==> src/logic/duck_defs.svh <==
`ifndef DUCK_DEFS_SVH
`define DUCK_DEFS_SVH

// --------------------
// screen geometry
// --------------------
`define COORD_W          12

// duck hit box in pixels
`define DUCK_WIDTH       96
`define DUCK_HEIGHT      60

// range of the duck's top-left corner
`define FLIGHT_X_MIN     32
`define FLIGHT_X_MAX     900
`define FLIGHT_Y_MIN     120
`define FLIGHT_Y_MAX     600

// restart point after reset and after a kill
`define DUCK_START_X     200
`define DUCK_START_Y     400

// --------------------
// timing in clock cycles
// --------------------
// sim-sized values, scale up for a real pixel clock
`define FLIGHT_STEP_CYCLES 8
`define COUNTDOWN_CYCLES   40
`define DEATH_CYCLES       20

// --------------------
// ammunition and event queue
// --------------------
`define MAG_SIZE         3
`define RESERVE_START    27
`define SHOT_FIFO_DEPTH  4

`endif

==> src/logic/duck_pkg.sv <==
`default_nettype none

`include "duck_defs.svh"

package duck_pkg;

    // one mouse action, cursor captured on the button edge
    typedef struct packed {
        logic               is_reload;
        logic [`COORD_W-1:0] xpos;
        logic [`COORD_W-1:0] ypos;
    } shot_event_t;

    // top-left corner of the duck sprite
    typedef struct packed {
        logic [`COORD_W-1:0] xpos;
        logic [`COORD_W-1:0] ypos;
    } duck_pos_t;

    typedef enum logic [1:0] {
        wait_for_start = 2'b00,
        delay          = 2'b01,
        hunting        = 2'b10,
        reloading      = 2'b11
    } game_state_t;

    // everything the display side needs
    typedef struct packed {
        logic [2:0]  bullets_in_magazine;
        logic [6:0]  bullets_left;
        logic [6:0]  score;
        logic        hunt_start;
        logic        show_reload_char;
        // single-cycle pulse on a hit
        logic        duck_killed;
        game_state_t state;
    } game_status_t;

endpackage

`default_nettype wire

==> src/logic/duck_flight.sv <==
`timescale 1ns/1ps
`default_nettype none

`include "duck_defs.svh"

module duck_flight
    import duck_pkg::*;
(
    input  wire       clk,
    input  wire       rst,
    input  wire       hunt_start,
    input  wire       duck_killed,
    output duck_pos_t duck
);

    localparam int step_w = (`FLIGHT_STEP_CYCLES > 1) ? $clog2(`FLIGHT_STEP_CYCLES) : 1;
    localparam logic [step_w-1:0] step_last = step_w'(`FLIGHT_STEP_CYCLES - 1);

    localparam logic [`COORD_W-1:0] x_min   = `FLIGHT_X_MIN;
    localparam logic [`COORD_W-1:0] x_max   = `FLIGHT_X_MAX;
    localparam logic [`COORD_W-1:0] y_min   = `FLIGHT_Y_MIN;
    localparam logic [`COORD_W-1:0] y_max   = `FLIGHT_Y_MAX;
    localparam logic [`COORD_W-1:0] start_x = `DUCK_START_X;
    localparam logic [`COORD_W-1:0] start_y = `DUCK_START_Y;

    logic [step_w-1:0] step_cnt;
    logic              step_tick;
    // heading, right and down after every restart
    logic              dir_right;
    logic              dir_down;

    assign step_tick = (step_cnt == step_last);

    always_ff @(posedge clk) begin
        if (rst) begin
            step_cnt  <= '0;
            dir_right <= 1'b1;
            dir_down  <= 1'b1;
            duck.xpos <= start_x;
            duck.ypos <= start_y;
        end else if (duck_killed) begin
            step_cnt  <= '0;
            dir_right <= 1'b1;
            dir_down  <= 1'b1;
            duck.xpos <= start_x;
            duck.ypos <= start_y;
        end else if (hunt_start) begin
            step_cnt <= step_tick ? '0 : step_cnt + 1'b1;

            if (step_tick) begin
                // horizontal bounce
                if (dir_right) begin
                    if (duck.xpos >= x_max) begin
                        dir_right <= 1'b0;
                        duck.xpos <= duck.xpos - 1'b1;
                    end else begin
                        duck.xpos <= duck.xpos + 1'b1;
                    end
                end else begin
                    if (duck.xpos <= x_min) begin
                        dir_right <= 1'b1;
                        duck.xpos <= duck.xpos + 1'b1;
                    end else begin
                        duck.xpos <= duck.xpos - 1'b1;
                    end
                end

                // vertical bounce
                if (dir_down) begin
                    if (duck.ypos >= y_max) begin
                        dir_down  <= 1'b0;
                        duck.ypos <= duck.ypos - 1'b1;
                    end else begin
                        duck.ypos <= duck.ypos + 1'b1;
                    end
                end else begin
                    if (duck.ypos <= y_min) begin
                        dir_down  <= 1'b1;
                        duck.ypos <= duck.ypos + 1'b1;
                    end else begin
                        duck.ypos <= duck.ypos - 1'b1;
                    end
                end
            end
        end
    end

endmodule

`default_nettype wire

==> src/logic/duck_game_logic.sv <==
`timescale 1ns/1ps
`default_nettype none

`include "duck_defs.svh"

module duck_game_logic
    import duck_pkg::*;
(
    input  wire          clk,
    input  wire          rst,
    input  wire          game_enable,
    input  wire shot_event_t head,
    input  wire          empty,
    output logic         pop,
    input  wire duck_pos_t duck,
    output game_status_t status
);

    // --------------------
    // constants
    // --------------------
    localparam int delay_max = (`COUNTDOWN_CYCLES > `DEATH_CYCLES) ?
                               `COUNTDOWN_CYCLES : `DEATH_CYCLES;
    localparam int delay_w   = $clog2(delay_max + 1);

    localparam logic [delay_w-1:0] countdown_load = delay_w'(`COUNTDOWN_CYCLES - 1);
    localparam logic [delay_w-1:0] death_load     = delay_w'(`DEATH_CYCLES - 1);

    localparam logic [6:0] mag_full = `MAG_SIZE;
    localparam logic [`COORD_W:0] duck_w = `DUCK_WIDTH;
    localparam logic [`COORD_W:0] duck_h = `DUCK_HEIGHT;

    localparam game_status_t status_init = '{
        bullets_in_magazine: 3'(`MAG_SIZE),
        bullets_left:        7'(`RESERVE_START),
        score:               7'd0,
        hunt_start:          1'b0,
        show_reload_char:    1'b0,
        duck_killed:         1'b0,
        state:               wait_for_start
    };

    game_status_t       status_nxt;
    logic [delay_w-1:0] delay_cnt;
    logic [delay_w-1:0] delay_nxt;

    logic               take_shot;
    logic               take_reload;
    logic               hit;
    logic [`COORD_W:0]  duck_x_end;
    logic [`COORD_W:0]  duck_y_end;
    logic [6:0]         missing;
    logic [6:0]         moved;

    // --------------------
    // event intake
    // --------------------
    // queue is drained every cycle, unused events just fall away
    assign pop         = !empty;
    assign take_shot   = !empty && !head.is_reload;
    assign take_reload = !empty && head.is_reload;

    // hit box, edges count as a hit
    assign duck_x_end = {1'b0, duck.xpos} + duck_w;
    assign duck_y_end = {1'b0, duck.ypos} + duck_h;
    assign hit = (head.xpos >= duck.xpos) && ({1'b0, head.xpos} <= duck_x_end) &&
                 (head.ypos >= duck.ypos) && ({1'b0, head.ypos} <= duck_y_end);

    // refill limited by what is left in reserve
    assign missing = mag_full - {4'd0, status.bullets_in_magazine};
    assign moved   = (status.bullets_left < missing) ? status.bullets_left : missing;

    // --------------------
    // next state
    // --------------------
    always_comb begin
        status_nxt             = status;
        delay_nxt              = delay_cnt;
        status_nxt.duck_killed = 1'b0;

        case (status.state)
            wait_for_start: begin
                status_nxt = status_init;
                delay_nxt  = '0;
                if (game_enable) begin
                    status_nxt.state = delay;
                    delay_nxt        = countdown_load;
                end
            end

            // start countdown or pause after a kill
            delay: begin
                if (take_reload) begin
                    status_nxt.state = reloading;
                end else if (delay_cnt == '0) begin
                    status_nxt.state = hunting;
                end else begin
                    delay_nxt = delay_cnt - 1'b1;
                end
            end

            hunting: begin
                if (take_reload) begin
                    status_nxt.state = reloading;
                end else if (take_shot) begin
                    if (status.bullets_in_magazine != 3'd0) begin
                        status_nxt.bullets_in_magazine = status.bullets_in_magazine - 3'd1;
                        if (hit) begin
                            status_nxt.score       = status.score + 7'd1;
                            status_nxt.duck_killed = 1'b1;
                            status_nxt.state       = delay;
                            delay_nxt              = death_load;
                        end
                    end else begin
                        status_nxt.show_reload_char = 1'b1;
                    end
                end
            end

            reloading: begin
                status_nxt.state = delay;
            end

            default: begin
                status_nxt = status_init;
                delay_nxt  = '0;
            end
        endcase

        // rounds move on the way into reloading
        if (status_nxt.state == reloading && status.state != reloading) begin
            status_nxt.bullets_in_magazine = status.bullets_in_magazine + moved[2:0];
            status_nxt.bullets_left        = status.bullets_left - moved;
            status_nxt.show_reload_char    = 1'b0;
        end

        // disable drops straight back to the start screen
        if (!game_enable) begin
            status_nxt = status_init;
            delay_nxt  = '0;
        end

        status_nxt.hunt_start = (status_nxt.state == hunting);
    end

    // --------------------
    // registers
    // --------------------
    always_ff @(posedge clk) begin
        if (rst) begin
            status    <= status_init;
            delay_cnt <= '0;
        end else begin
            status    <= status_nxt;
            delay_cnt <= delay_nxt;
        end
    end

endmodule

`default_nettype wire

==> src/logic/duck_hunt_top.sv <==
`timescale 1ns/1ps
`default_nettype none

module duck_hunt_top
    import duck_pkg::*;
(
    input  wire          clk,
    input  wire          rst,
    input  wire duck_pos_t mouse_pos,
    input  wire          left_mouse,
    input  wire          right_mouse,
    input  wire          game_enable,
    output game_status_t status,
    output duck_pos_t    duck
);

    logic        push;
    shot_event_t push_event;
    logic        pop;
    logic        empty;
    shot_event_t head;

    // --------------------
    // input side
    // --------------------
    shot_capture shot_capture_inst (
        .clk         (clk),
        .rst         (rst),
        .left_mouse  (left_mouse),
        .right_mouse (right_mouse),
        .mouse_pos   (mouse_pos),
        .push        (push),
        .push_event  (push_event)
    );

    // full only matters for deeper queues
    shot_fifo shot_fifo_inst (
        .clk        (clk),
        .rst        (rst),
        .push       (push),
        .push_event (push_event),
        .pop        (pop),
        .head       (head),
        .empty      (empty),
        .full       ()
    );

    // --------------------
    // game side
    // --------------------
    duck_flight duck_flight_inst (
        .clk         (clk),
        .rst         (rst),
        .hunt_start  (status.hunt_start),
        .duck_killed (status.duck_killed),
        .duck        (duck)
    );

    duck_game_logic duck_game_logic_inst (
        .clk         (clk),
        .rst         (rst),
        .game_enable (game_enable),
        .head        (head),
        .empty       (empty),
        .pop         (pop),
        .duck        (duck),
        .status      (status)
    );

endmodule

`default_nettype wire

==> src/logic/shot_capture.sv <==
`timescale 1ns/1ps
`default_nettype none

module shot_capture
    import duck_pkg::*;
(
    input  wire         clk,
    input  wire         rst,
    input  wire         left_mouse,
    input  wire         right_mouse,
    input  wire duck_pos_t mouse_pos,
    output logic        push,
    output shot_event_t push_event
);

    logic left_prev;
    logic right_prev;
    logic left_rise;
    logic right_rise;

    // --------------------
    // edge detect
    // --------------------
    assign left_rise  = left_mouse & ~left_prev;
    assign right_rise = right_mouse & ~right_prev;

    always_ff @(posedge clk) begin
        if (rst) begin
            left_prev  <= 1'b0;
            right_prev <= 1'b0;
            push       <= 1'b0;
        end else begin
            left_prev  <= left_mouse;
            right_prev <= right_mouse;
            push       <= left_rise | right_rise;
        end
    end

    // --------------------
    // event payload
    // --------------------
    // reload wins when both buttons rise together
    always_ff @(posedge clk) begin
        if (left_rise || right_rise) begin
            push_event.is_reload <= right_rise;
            push_event.xpos      <= mouse_pos.xpos;
            push_event.ypos      <= mouse_pos.ypos;
        end
    end

endmodule

`default_nettype wire

==> src/logic/shot_fifo.sv <==
`timescale 1ns/1ps
`default_nettype none

`include "duck_defs.svh"

module shot_fifo
    import duck_pkg::*;
(
    input  wire         clk,
    input  wire         rst,
    input  wire         push,
    input  wire shot_event_t push_event,
    input  wire         pop,
    output shot_event_t head,
    output logic        empty,
    output logic        full
);

    localparam int depth = `SHOT_FIFO_DEPTH;
    localparam int ptr_w = (depth > 1) ? $clog2(depth) : 1;
    localparam logic [ptr_w-1:0] last_slot = ptr_w'(depth - 1);
    localparam logic [ptr_w:0] full_count = (ptr_w + 1)'(depth);

    shot_event_t      mem [depth];
    logic [ptr_w-1:0] wr_ptr;
    logic [ptr_w-1:0] rd_ptr;
    logic [ptr_w:0]   count;
    logic             do_push;
    logic             do_pop;

    // wrap for depths that are not a power of two
    function automatic logic [ptr_w-1:0] next_ptr(input logic [ptr_w-1:0] ptr);
        return (ptr == last_slot) ? '0 : ptr + 1'b1;
    endfunction

    assign empty = (count == '0);
    assign full  = (count == full_count);

    // overflowing pushes and underflowing pops are dropped
    assign do_push = push && !full;
    assign do_pop  = pop && !empty;

    assign head = mem[rd_ptr];

    // --------------------
    // storage
    // --------------------
    always_ff @(posedge clk) begin
        if (do_push) begin
            mem[wr_ptr] <= push_event;
        end
    end

    // --------------------
    // pointers and occupancy
    // --------------------
    always_ff @(posedge clk) begin
        if (rst) begin
            wr_ptr <= '0;
            rd_ptr <= '0;
            count  <= '0;
        end else begin
            if (do_push) begin
                wr_ptr <= next_ptr(wr_ptr);
            end
            if (do_pop) begin
                rd_ptr <= next_ptr(rd_ptr);
            end
            case ({do_push, do_pop})
                2'b10:   count <= count + 1'b1;
                2'b01:   count <= count - 1'b1;
                default: count <= count;
            endcase
        end
    end

endmodule

`default_nettype wire
==> config.mk <==
export PLATFORM = sky130hd
export DESIGN_NAME = duck_hunt_top
export DESIGN_NICKNAME = d
export VERILOG_FILES = /design/src/logic/duck_pkg.sv /design/src/logic/duck_flight.sv /design/src/logic/duck_game_logic.sv /design/src/logic/duck_hunt_top.sv /design/src/logic/shot_capture.sv /design/src/logic/shot_fifo.sv
export VERILOG_INCLUDE_DIRS = /design/src /design/src/logic
export SDC_FILE = /design/constraint.sdc
export NUM_CORES = 1
export LEC_CHECK = 0
export ABC_AREA = 1
export BUFFER_PORTS_ARGS = -buffer_cell sky130_fd_sc_hd__buf_2
export CAP_MARGIN = 30
export CORE_ASPECT_RATIO = 1.5
export CORE_MARGIN = 10
export CORE_UTILIZATION = 37
export CTS_CLUSTER_DIAMETER = 150
export DETAILED_ROUTE_END_ITERATION = 8
export PLACE_DENSITY = 0.61
export SYNTH_ARGS = -nofsm -noshare
export SYNTH_HDL_FRONTEND = slang
export SYNTH_SLANG_ARGS = --single-unit
==> constraint.sdc <==
create_clock -name clk -period 4.1 [get_ports clk]
set_input_delay 1.025 -clock clk [delete_from_list [all_inputs] [get_ports clk]]
set_output_delay 1.025 -clock clk [all_outputs]
set_load 0.02 [all_outputs]
After elaboration in Yosys (flattened, before gate mapping)

Memory sizes are Yosys's and may differ from the RTL's. A register that Yosys moved wholly into a read port is not among the register bits.
Index checks and enable logic that the tools add are counted.

Register bits: 92
Bits in latches: 0
Bits in writable memories: 100
Memory bits (read-only): 0
Input port bits: 29
Logic and storage cells: 156
Memories: 1

Add/subtract/negate cells: 17
$mul: 0
Divide/modulo/power cells: 0
Magnitude comparators: 9
Equality and inequality tests: 22
Shift-type cells: 0
Multiplexer cells: 51
Bitwise operators: 6
Reductions and logical operators: 28

Memory list:

| name               | words | bits a word | rd ports | clocked after Yosys merged registers in | write ports | line            | text |
|---|---|---|---|---|---|---|---|
| shot_fifo_inst.mem | 4     | 25          | 1        | 1                                       | 1           | shot_fifo.sv:24 | `shot_event_t mem [depth];` |

Operators with widths:

| cell                    | number |
|---|---|
| $mux W12                | 6 |
| $mux W7                 | 6 |
| $mux W6                 | 6 |
| $le A12 B13 Y1          | 2 |
| $add A12 B1 Y12 const B | 2 |
| $ge A12 B10 Y1 const B  | 2 |
| $ge A12 B12 Y1          | 2 |
| $sub A12 B1 Y12 const B | 2 |
| $mux W2                 | 9 |
| $mux W3                 | 6 |
| $pmux W6 S3             | 1 |
| $eq A2 B2 Y1 const B    | 7 |
| $pmux W7 S2             | 1 |
| $add A12 B6 Y13 const B | 1 |
| $add A12 B7 Y13 const B | 1 |
| $le A12 B6 Y1 const B   | 1 |
| $le A12 B7 Y1 const B   | 1 |
| $pmux W3 S2             | 2 |
| $mux W1                 | 10 |
| $mux W10                | 1 |
| $ne A2 B2 Y1 const B    | 5 |
| $reduce_bool A3 Y1      | 3 |
| $pmux W2 S4             | 1 |
| $reduce_and A4 Y1       | 2 |
| 31 further kinds        | 53 |

Depth between registers and ports, before layout

Gate-level depths: netlist of the first run.

Depth after elaboration: 14
Gate-level depth with buffers: 24
Gate-level depth less buffers: 23

Modules after synthesis

Synthesis of the first run repeated with hierarchy kept, for this count alone.

Cells, all modules: 1230
Area total of the unflattened synthesis: 10871.7 sq um

Modules (own cells, without submodules):

| module          | instances | cells each | area an instance (sq um) |
|---|---|---|---|
| shot_fifo       | 1         | 314        | 4314.1 |
| duck_game_logic | 1         | 529        | 3414.5 |
| duck_flight     | 1         | 348        | 2283.4 |
| shot_capture    | 1         | 39         | 859.6 |

Worst setup path after synthesis of the first run

Ideal clock, no wire load.

Path kind: flip-flop to flip-flop
Start: register, netlist name duck_game_logic_inst.status[21]
End: register, netlist name duck_game_logic_inst.status[18]
Library setup time: 0.132 ns
Data arrival time: 3.217 ns
Required time: 3.968 ns
Setup slack: 0.751 ns
Stages on the path, launching flop included: 20
Period minus slack after synthesis: 3.349 ns
Cells stage by stage: dfxtp_1 inv_1 ha_1 nand2_1 o21a_1 o211ai_1 clkbuf_1 nand2_1 o21ai_0 ha_1 inv_1 fa_1 a21oi_1 o21bai_1 nand2_1 nand2_1 a21oi_1 xor2_1 nand3b_1 a21oi_1

Word-level cells in the longest chain between the ends: 8
Elaborated cells between the ends (all ways): 13
Those cells by class: add/sub (2); order compare (1); eq/ne (1); mux (6); reduce/logical (3)

RTL lines:

| element |
|---|
| parallel branches: the longest is 8 deep, another holds $lt A7 B7 Y1 |

Several ways; the timed one is not identified. The select of a mux whose other input is x is not followed.
A chain may end at the register's enable or synchronous reset.

Worst setup path after layout of the first run

Start: register, netlist name duck_flight_inst.duck[3]
End: register, netlist name duck_game_logic_inst.status[16]

Word-level cells in the longest chain between the ends: 11
Elaborated cells between the ends (all ways): 14
Those cells by class: add/sub (1); order compare (2); eq/ne (1); mux (6); reduce/logical (4)

RTL lines:

| element                                               | line                                         | text |
|---|---|---|
| $add A12 B6 Y13 or $ge A12 B12 Y1 (tied branches)     | duck_game_logic.sv:65, duck_game_logic.sv:67 |  |
| $le A12 B13 Y1 or $logic_and A1 B1 Y1 (tied branches) | duck_game_logic.sv:67, duck_game_logic.sv:66 |  |
| $logic_and A1 B1 Y1 (*)                               | duck_game_logic.sv:67                        | `(head.ypos >= duck.ypos) && ({1'b0, head.ypos} <= duck_y_end);` |
| $mux W3 (*)                                           | duck_game_logic.sv:108                       | `if (hit) begin` |
| $mux W3 (*)                                           | duck_game_logic.sv:106                       | `if (status.bullets_in_magazine != 3'd0) begin` |
| $mux W4 (*)                                           | duck_game_logic.sv:105                       | `end else if (take_shot) begin` |
| $mux W2 (*)                                           | duck_game_logic.sv:103                       | `if (take_reload) begin` |
| $pmux W2 S4 (*)                                       | duck_game_logic.sv:81                        | `case (status.state)` |
| $eq A2 B2 Y1 (*)                                      | duck_game_logic.sv:131                       | `if (status_nxt.state == reloading && status.state != reloading) begin` |
| $logic_and A1 B1 Y1 (*)                               | duck_game_logic.sv:131                       |  |
| $mux W10 or $reduce_bool A2 Y1 (tied branches)        | -                                            |  |

Mark *: on every way between the ends. The rest lies on a longest branch, timed or not. The select of a mux whose other input is x is not followed.

==> run_results.csv, run 1 <==
group,metric,value,unit
yosys,synth_common_cells,"nand2_1, inv_1, edfxtp_1, nor2_1, o21ai_0",
die,num_rows,74,
layout,num_antenna_cells,0,
yosys,synthFlopType,"edfxtp_1",
timing,period_share,85.41,%
timing,worst_slew_pin_slew,857.9,ps
timing,fmaxAchievable,0.2856,GHz
drt,routed_wl,24140,microns
hold_path,min_from,"duck_flight_inst.step_cnt[1]$_SDFFE_PP0P_",
timing,tns,0,ps
cts,cts_buffer_depth,2,
power,leakage,4.857,nW
global_route,grt_util_met2,25.00,%
global_route,grt_pass1_wl,39430,microns
timing,finClkSkew,9.255,ps
hold_path,min_delay_path_depth,2,
cts,clkSinkCount,194,
yosys,synth_edf_count,125,
layout,fill_cells,2636,
setup_path,cp_common_cell,"nand2_1",
drt,drtAntennaViolNets,0,
cts,cts-resized-gates,0,
global_route,grt_pass1_vias,7881,
setup_path,ff2ff_path_depth,21,
run_status,status,"complete, no violations",
cts,cts_tree,"done",
yosys,syn_area_per_cell,9.136,sq um
timing,relSlewSlack,42.67,%
placement,place_congestion,0.9043,
setup_path,end_kind,"flop",
global_route,grtUsageMet1,16.06,%
yosys,synth_most_common_cell,"nand2_1",
layout,regArea,5136,sq um
drt,viasPerCell,5.063,
yosys,ys_async_sr_fraction,0,%
yosys,yosys.area.top_type,"edfxtp_1",
cts,clk_latency,440,ps
setup_path,cp.arrival,3820,ps
setup_path,worstPathCellList,"inv_1 > ha_1 > nand2_1 > nand2_1 > nor2_1 > nand3_1 > xor2_1 > ha_1 > nand2_1 > nor2_1 > nand3_1 > nor2_1 > nor2_1 > a21oi_4 > nand3_1 > nand3_2 > nand2_4 > nand2_4 > nand2_1 > o21ai_0 > nand2_1",
yosys,ys_types,48,
drt,drcViolationCount,0,
setup_path,crit_path_max_incr_delay,460,ps
drt,via_count,7868,
placement,io_buffer_count,74,
setup_path,cp.required,4420,ps
setup_path,crit_family,"simple AND/OR/NAND/NOR gates",
drt,wl_per_cell,15.54,microns
timing,slew_violations,0,
cts,clock_tree.root_cell,"clkbuf_16",
yosys,ys_seq_elements,194,
timing,min_period,3502,ps
placement,dpl.hpwl,17710,microns
yosys,seq_area_frac_synth,49.83,%
cts,clkTransAtPathRegs,70,ps
die,initial_core_util,37.73,%
setup_path,reg2reg_to,"duck_game_logic_inst.status[16]$_SDFFE_PP1P_",
setup_path,criticalPathCategory,"flop to flop",
yosys,synth_top_area_share,36.43,%
setup_path,cp_max_fo,14,
timing,rsz0062_at_grt,"false",
global_route,antenna_found_initial,0,
setup_path,cp_slowest_cell,"dfxtp_1",
global_route,grt_max_degree,51,
die,die_y,224.4,microns
die,coreArea,27310,sq um
yosys,synthCells,1128,
yosys,syn_area,10300,sq um
die,die_w,156.3,microns
cts,cts_buffers,17,
timing,hold_violations,0,
die,ios,75,
flow_run,drv_cap,0,
die,die_area,35060,sq um
hold_path,hold_class,"flop to flop",
layout,finish.net_count,1314,
global_route,gr-total-overflow,0,
cts,cts_setup_buffers,0,
drt,initialDrtViolationCount,388,
setup_path,critPathBufInv,1,
layout,multi_input_comb_area,4536,sq um
layout,syn2layout_area_growth,12.91,%
hold_path,holdPathEnd,"duck_flight_inst.step_cnt[1]$_SDFFE_PP0P_",
setup_path,worst_setup_path_start_kind,"flop",
global_route,top_usage_layer,"met2",
drt,first_pass_iters,5,
setup_path,cp-startpoint,"duck_flight_inst.duck[3]$_SDFFE_PP0P_",
yosys,synthTopCellsByArea,"edfxtp_1, dfxtp_1, ha_1",
setup_path,r2r_start,"duck_flight_inst.duck[3]$_SDFFE_PP0P_",
setup_path,r2r_slack,600,ps
power,powerDensity,469.2,nW/um^2
timing,hold_ws,466.3,ps
layout,post-route-util,42.60,%
yosys,synth-warning-count,0,
power,ir_drop,0.0003091,V
global_route,grt_usage,14.05,%
timing,setup_viol_count_final,0,
global_route,use_met3,3.209,%
layout,drive_gt1_share,11.63,%
cts,htreeDepth,4,
yosys,synth_nets,1243,
cts,cts_hold_buf,0,
-- power by group --
part | total (W) | internal [W] | switching, W | leakage [nW]
sequential | 0.00227 | 0.00221 | 0.0000575 | 1.72
combinational | 0.00154 | 0.000525 | 0.00101 | 2.86
clock | 0.00165 | 0.000872 | 0.000779 | 0.280
-- worst reg2reg max path, delay by kind of cell (launching register included) --
kind            cells  cell delay, ps
flops               1             460
compound gates      2             400
buf+inv             1             130
xor+xnor            1             170
fa+ha+maj           2             530
simple gates       15            1730
-- state kept, by name, summed over array words and instances, names as in the netlist, named ones only --
signal	count
shot_fifo_inst.mem	100
shot_capture_inst.push_event	25
duck_flight_inst.duck	24
duck_game_logic_inst.status	22
duck_game_logic_inst.delay_cnt	6
duck_flight_inst.step_cnt	3
shot_fifo_inst.count	3
shot_fifo_inst.rd_ptr	2
shot_fifo_inst.wr_ptr	2
duck_flight_inst.dir_down	1
duck_flight_inst.dir_right	1
shot_capture_inst.left_prev	1
shot_capture_inst.push	1
shot_capture_inst.right_prev	1
-- worst max-delay path by stage --
stage	to	depth (start not counted)
final	duck_game_logic_inst.status[16]$_SDFFE_PP1P_	21
after global routing	duck_game_logic_inst.status[12]$_SDFFE_PP1P_	21
after CTS	duck_game_logic_inst.status[16]$_SDFFE_PP1P_	21
after detailed placement	duck_game_logic_inst.status[16]$_SDFFE_PP1P_	21
after global placement	duck_game_logic_inst.status[12]$_SDFFE_PP1P_	21
after floorplan	duck_game_logic_inst.status[18]$_SDFFE_PP0P_	19
-- final cells by class --
| class | count | area share (%) |
|---|---|---|
| flip-flops and latches | 194 | 44.14 |
| inverters | 137 | 4.463 |
| well taps | 342 | 3.678 |
| clock buffers | 18 | 3.775 |
| repair buffers | 82 | 3.699 |
| clock inverters | 14 | 1.258 |
| multi-input cells | 767 | 38.98 |
-- logic make-up after synthesis --
logic type	Yosys count	share of synthesized area [%]
AOI/OAI and AO/OA	230	12.58
and+or+nand+nor	415	17.36
buffers and inverters	167	6.508
xor gates and xnor gates	36	3.060
DFF	194	49.83
adders and majority gates	86	10.66
-- cell usage in the layout, fill, tap and decap left out, types with 3 or more instances in the layout --
cell type,count
clkinv_4,4
o21a_1,3
clkinv_1,4
ha_1,83
nand4_1,17
xnor2_1,5
nor2_4,4
buf_2,74
buf_4,8
o21ai_2,3
edfxtp_1,125
nand2_1,180
o21ai_0,97
o211ai_1,9
nor4_1,3
a21oi_1,72
nor3_1,15
dfxtp_1,68
o22ai_1,24
nand3_1,60
inv_6,4
or2_2,3
inv_2,4
a31oi_1,5
fa_1,3
xor2_1,31
nor2_1,118
nand3b_1,3
inv_1,128
clkbuf_16,17
-- routing by layer --
layer  vias to the layer above  wire length, microns
met5                         -                     0
met4                         0                   383
met3                        28                  1021
met2                       160                 12440
met1                      3676                 10300
li1                       4004                     -
-- metrics by stage --
stage,total power [W],instance area (sq um),instances,worst slack (ps)
6_report,0.005459,11630,1554,598.3
5_1_grt,0.005828,11630,1554,84.17
4_1_cts,0.005525,11630,1554,493.5
3_5_place_dp,0.003861,11050,1522,565.8
3_3_place_gp,0.003826,11050,1522,679.9
2_1_floorplan,0.003436,10300,1128,750.5
Power figures use the tool's default switching activity.
==> run 2: changes to the inputs <==
- CAP_MARGIN: 30 -> 20
- CORE_UTILIZATION: 37 -> 61
- PLACE_DENSITY: 0.61 -> 0.89
==> run_results.csv, run 2 (synthesis gave the netlist of run 1 again) <==
group,metric,value,unit
layout,final_cell_mix,"nand2_1, inv_1, edfxtp_1",
drt,initialDrtViolationCount,912,
layout,reg_top3,"shot_fifo_inst.mem: 100 flops, shot_capture_inst.push_event: 25 flops, duck_flight_inst.duck: 24 flops",
timing,rsz0062_at_grt,"false",
setup_path,r2r_start,"duck_game_logic_inst.status[21]$_SDFFE_PP0P_",
layout,drive_gt1_share,11.77,%
setup_path,cp.required,4470,ps
drt,routed_wl,24170,microns
power,power_frac_comb,28.8,%
die,initial_core_util,61.74,%
drt,viasPerCell,5.828,
layout,fill_cells,1182,
die,die_w,126.1,microns
layout,syn2layout_area_growth,11.43,%
layout,finish.net_count,1317,
layout,mostFrequentLayoutCell,"nand2_1",
setup_path,cp-startpoint,"duck_game_logic_inst.status[21]$_SDFFE_PP0P_",
cts,cts_tree,"done",
power,switching_power,0.001903,W
power,switching_share,34.40,%
power,ir_drop,0.0003990,V
die,die_y,179.2,microns
drt,first_pass_iters,5,
global_route,grt_usage,21.53,%
cts,clkSinkCount,194,
power,powerDensity,481.9,nW/um^2
die,coreArea,16690,sq um
cts,clock_tree.root_cell,"clkbuf_16",
cts,cts_buffers,17,
timing,relSlewSlack,57.54,%
die,num_rows,58,
drt,drtAntennaViolNets,0,
global_route,grt_pass1_wl,39940,microns
die,die_area,22600,sq um
timing,hold_violations,0,
setup_path,end_kind,"flop",
placement,place_congestion,0.9512,
run_status,status,"complete, no violations",
layout,multi_input_comb_area,4516,sq um
timing,setup_viol_count_final,0,
global_route,grt_max_degree,51,
flow_run,drv_cap,0,
setup_path,worst_setup_path_start_kind,"flop",
timing,worst_slew_pin_slew,634.1,ps
power,intPower,0.003630,W
setup_path,cp_slowest_cell,"dfxtp_1",
cts,clk_latency,440,ps
placement,dpl.hpwl,17250,microns
power,fin_total_pwr,0.005533,W
timing,tns,0,ps
power,leakage,4.875,nW
power,seqPwrFrac,41.3,%
cts,cts_buffer_depth,2,
timing,slew_violations,0,
layout,regMostFlops,"shot_fifo_inst.mem",
hold_path,hold_class,"flop to flop",
layout,num_antenna_cells,0,
drt,via_count,8305,
setup_path,cp_common_cell,"a21oi_1",
drt,wl_per_cell,16.96,microns
die,ios,75,
timing,hold_ws,469.5,ps
layout,largest_reg_flops,100,
drt,drcViolationCount,0,
cts,htreeDepth,4,
global_route,antenna_found_initial,0,
timing,fmaxAchievable,0.2716,GHz
timing,finClkSkew,10.49,ps
timing,period_share,89.80,%
power,clkPwrFrac,29.9,%
cts,clkTransAtPathRegs,80,ps
setup_path,cp.arrival,4060,ps
setup_path,crit_path_max_incr_delay,450,ps
placement,io_buffer_count,74,
setup_path,criticalPathCategory,"flop to flop",
timing,min_period,3682,ps
layout,regArea,5135,sq um
setup_path,cp_max_fo,10,
global_route,gr-total-overflow,0,
hold_path,min_from,"duck_flight_inst.step_cnt[1]$_SDFFE_PP0P_",
global_route,grt_pass1_vias,8448,
setup_path,worstPathCellList,"inv_1 > ha_1 > a21oi_1 > o21a_1 > o211ai_1 > buf_4 > o21ai_0 > ha_1 > inv_1 > fa_1 > a21oi_1 > o21bai_1 > nand2_1 > nand2_1 > a21oi_1 > xor2_1 > nand3b_1 > a21oi_1",
-- run 2: changes by cell type in the layout (fill, tap and decap cells not counted), sizes merged --
cell / change
buf: +3
clkinv: -3
clkbuf: +1
clkinvlp: +1
inv: +1
-- run 2: final timing paths --
kind | endpoint | slack, ps | cells after the start
setup / recovery | duck_game_logic_inst.status[18]$_SDFFE_PP0P_ | 420 | 18
hold / removal | duck_flight_inst.step_cnt[1]$_SDFFE_PP0P_ | 470 | 2
hold reg to reg | duck_flight_inst.step_cnt[1]$_SDFFE_PP0P_ | 470 | 2
setup reg to reg | duck_game_logic_inst.status[18]$_SDFFE_PP0P_ | 420 | 18
-- run 2: layout make-up --
cell class                 instances  area share, %
clock inverter                    13          1.231
timing repair buffer              85          4.054
inverter                         137          4.522
tap                              210          2.288
clock buffer                      19          3.857
multi-input combinational        767          39.33
sequential                       194          44.72
-- run 2: timing repair --
item                                    CTS  global route
hold endpoints to repair                  0             0
hold buffers                              0             0
buffers inserted                          0             1
endpoints found under the setup margin    0             1
resized for setup                         0             0
-- run 2: power groups by stage --
stage               combinational, W  clock (W)  sequential [W]
CTS                          0.00158    0.00166         0.00228
floorplan                    0.00113          0         0.00231
detailed placement           0.00153          0         0.00232
global route                 0.00180    0.00173         0.00229
finish                       0.00160    0.00165         0.00228
global placement             0.00146          0         0.00232
-- run 2: critical path, delay by kind of cell, from the launching register on --
kind	cells	cell delay, ps
AO/OA/AOI/OAI	8	1350
XOR/XNOR	1	80
adder cells (fa/ha/maj)	3	950
buffers and inverters	3	500
flip-flops	1	450
AND/OR/NAND/NOR	3	270
-- run 2: per-layer routing --
layer | global-route usage, % | share of wire (%)
met5 | 0 | 0
met4 | 10.09 | 3.1
met3 | 4.735 | 6.3
met2 | 39.72 | 52
met1 | 22.74 | 39
-- run 2: stage by stage --
| step | setup WS (ps) | cells | utilization (%) | area, sq um |
|---|---|---|---|---|
| after global routing | 24.91 | 1425 | 68.79 | 11480 |
| after global placement | 660.4 | 1392 | 65.25 | 10890 |
| after floorplan | 750.5 | 1128 | - | 10300 |
| after detailed placement | 493.5 | 1392 | 65.25 | 10890 |
| after CTS | 478.9 | 1424 | 68.75 | 11470 |
| final | 418.4 | 1425 | 68.79 | 11480 |
==> run 3: changes to the inputs <==
- ABC_AREA: 1 -> 0
- RECOVER_POWER: default -> 100
==> run_results.csv, run 3 <==
group,metric,value,unit
run_status,status,"complete, but fails checks",
run_status,violations,"max-capacitance violations, max-slew violations",
yosys,synth_xor_area_share,3.556,%
layout,final_cell_mix,"edfxtp_1, ha_1, nor2_1, dfxtp_1",
layout,regMostFlops,"shot_fifo_inst.mem",
yosys,synth-warning-count,0,
layout,largest_reg_flops,100,
yosys,ys_types,72,
placement,placed_area,10520,sq um
yosys,synthFlopType,"edfxtp_1",
yosys,synth_most_common_cell,"edfxtp_1",
global_route,antenna_found_initial,0,
cts,clkTransAtPathRegs,80,ps
flow_run,drv_cap,4,
yosys,synthCells,835,
setup_path,worstPathCellList,"inv_1 > ha_4 > or3b_2 > nand2_2 > or3_1 > xnor2_1 > ha_1 > nand3_1 > or2_2 > a211o_1 > a21oi_4 > nor4_4 > buf_4 > buf_4 > o21a_1 > nor3_1 > a21boi_0",
global_route,use_met3,4.109,%
die,num_rows,56,
yosys,synth_compound_area_share,9.384,%
cts,cts_buffers,17,
layout,fin_area,11110,sq um
timing,period_share,94.87,%
yosys,synthAdderAreaFrac,11.15,%
setup_path,crit_path_max_incr_delay,490,ps
die,die_y,175.7,microns
placement,io_buffer_count,74,
timing,finClkSkew,10.31,ps
drt,drtAntennaViolNets,0,
yosys,ys_async_sr_fraction,0,%
yosys,yosys.area_share.simple,12.17,%
cts,clock_tree.root_cell,"clkbuf_16",
die,ios,75,
yosys,synthTopCellsByArea,"edfxtp_1, dfxtp_1, ha_1",
cts,cts_tree,"done",
drt,drcViolationCount,0,
setup_path,end_kind,"flop",
timing,hold_violations,0,
timing,tns,0,ps
setup_path,criticalPathCategory,"flop to flop",
global_route,grt_max_degree,29,
timing,setup_viol_count_final,0,
setup_path,cp.arrival,4230,ps
setup_path,cp_max_fo,5,
yosys,seq_area_frac_synth,52.11,%
yosys,synth_edf_count,125,
power,leakage,4.094,nW
cts,clkSinkCount,194,
drt,initialDrtViolationCount,404,
power,powerDensity,466.0,nW/um^2
hold_path,hold_class,"flop to flop",
drt,via_count,6945,
placement,dpl.hpwl,15470,microns
cts,cts_buffer_depth,2,
layout,drive_gt1_share,13.78,%
drt,wl_per_cell,19.14,microns
yosys,ys_seq_elements,194,
global_route,grt_util_met2,35.98,%
setup_path,cp_common_cell,"buf_4",
global_route,grt_usage,20.37,%
layout,reg_top3,"shot_fifo_inst.mem: 100 flops, shot_capture_inst.push_event: 25 flops, duck_flight_inst.duck: 24 flops",
timing,fmaxAchievable,0.2571,GHz
drt,routed_wl,21800,microns
die,die_w,123.8,microns
yosys,yosys.area.top_type,"edfxtp_1",
setup_path,cp.required,4440,ps
timing,setup_slack,210.5,ps
die,die_area,21740,sq um
die,initial_core_util,62.50,%
timing,min_period,3890,ps
placement,place_congestion,0.9475,
setup_path,worst_setup_path_start_kind,"flop",
layout,finish.net_count,1038,
timing,slew_violations,78,
timing,relSlewSlack,-9.242,%
die,coreArea,15770,sq um
layout,num_antenna_cells,0,
timing,rsz0062_at_grt,"false",
power,ir_drop,0.0004416,V
yosys,syn_area,9853,sq um
yosys,synth_common_cells,"edfxtp_1, ha_1, dfxtp_1, nor2_1, inv_1",
yosys,synth_top_family_by_area,"simple AND/OR/NAND/NOR gates",
drt,first_pass_iters,6,
layout,post-route-util,70.45,%
placement,pre_cts_slack,91.04,ps
yosys,synth_nets,950,
setup_path,cp_slowest_cell,"or3b_2",
global_route,top_usage_layer,"met2",
global_route,grtUsageMet1,22.19,%
layout,mostFrequentLayoutCell,"edfxtp_1",
cts,clk_latency,430,ps
global_route,grt_pass1_wl,35240,microns
layout,syn2layout_area_growth,12.72,%
placement,placed_cells,1106,
cts,cts_hold_buf,0,
global_route,grt_pass1_vias,7131,
global_route,gr-total-overflow,0,
yosys,muxShareOfSynthArea,7.949,%
cts,htreeDepth,4,
drt,viasPerCell,6.097,
yosys,syn_area_per_cell,11.80,sq um
timing,worst_slew_pin_slew,1639,ps
layout,fin_cells,1139,
yosys,synth_top_area_share,38.10,%
[run 3: changes by cell type after synthesis, moves of 27 or more]
cell     change
nand2_1    -132
inv_1       -72
o21ai_0     -66
nor2_1      -56
nand3_1     -41
xnor2_1     +27
[run 3: cells by family (layout without fill, tap and decap cells)]
group | after synthesis | after routing
XOR/XNOR | 40 | 40
buffers and inverters | 87 | 188
multiplexers | 46 | 46
adder cells (fa/ha/maj) | 86 | 86
flip-flops | 194 | 194
AND/OR/NAND/NOR | 239 | 239
AO/OA/AOI/OAI | 143 | 143
[run 3: worst max-delay path, delay by kind of cell, from the launching register on]
kind	cells	cell delay (ps)
XOR/XNOR	1	80
AND/OR/NAND/NOR	7	1460
AO/OA/AOI/OAI	4	980
flip-flops	1	320
adder cells (fa/ha/maj)	2	490
buffers and inverters	3	470
[run 3: stage by stage]
| stage | total power [W] | hold slack (ps) |
|---|---|---|
| finish | 0.005176 | 497.9 |
| global route | 0.005439 | 512.3 |
| CTS | 0.005141 | 497.0 |
| detailed placement | 0.003471 | 483.5 |
| global placement | 0.003404 | 464.9 |
| floorplan | 0.003166 | 449.6 |
[run 3: worst paths after layout]
kind | start | end | slack, ps | depth (start not counted)
worst min-delay path | shot_capture_inst.push_event[7]$_DFFE_PP_ | shot_fifo_inst.mem[1][7]$_DFFE_PP_ | 500 | 0
worst max-delay path | duck_flight_inst.duck[2]$_SDFFE_PP0P_ | duck_game_logic_inst.status[4]$_SDFF_PP0_ | 210 | 17
worst max register to register | duck_flight_inst.duck[2]$_SDFFE_PP0P_ | duck_game_logic_inst.status[4]$_SDFF_PP0_ | 210 | 17
worst min register to register | shot_capture_inst.push_event[7]$_DFFE_PP_ | shot_fifo_inst.mem[1][7]$_DFFE_PP_ | 500 | 0
[run 3: power breakdown]
| group | internal [W] | switching (W) |
|---|---|---|
| sequential | 0.00220 | 0.0000772 |
| combinational | 0.000561 | 0.000680 |
| clock | 0.000873 | 0.000782 |
| total | 0.00364 | 0.00154 |
[run 3: what timing repair did]
| item | in CTS | in global routing |
|---|---|---|
| buffers inserted | 0 | 1 |
| endpoints found under the setup margin | 0 | 25 |
| gates resized for setup | 0 | 20 |
| hold endpoints to repair | 0 | 0 |
[run 3: cell type report]
cell class	count	area [sq um]
fill	1071	4658
tap	203	254.0
clock inverter	13	160.2
sequential	194	5141
multi-input combinational	554	4423
inverter	57	214.0
timing repair buffer	99	481.7
clock buffer	19	432.9
[run 3: per-layer routing]
metal  routed length [microns]  share of wire (%)
met5                         0                  0
met4                       957                4.4
met3                      1149                5.3
met2                     11350                 52
met1                      8348                 38
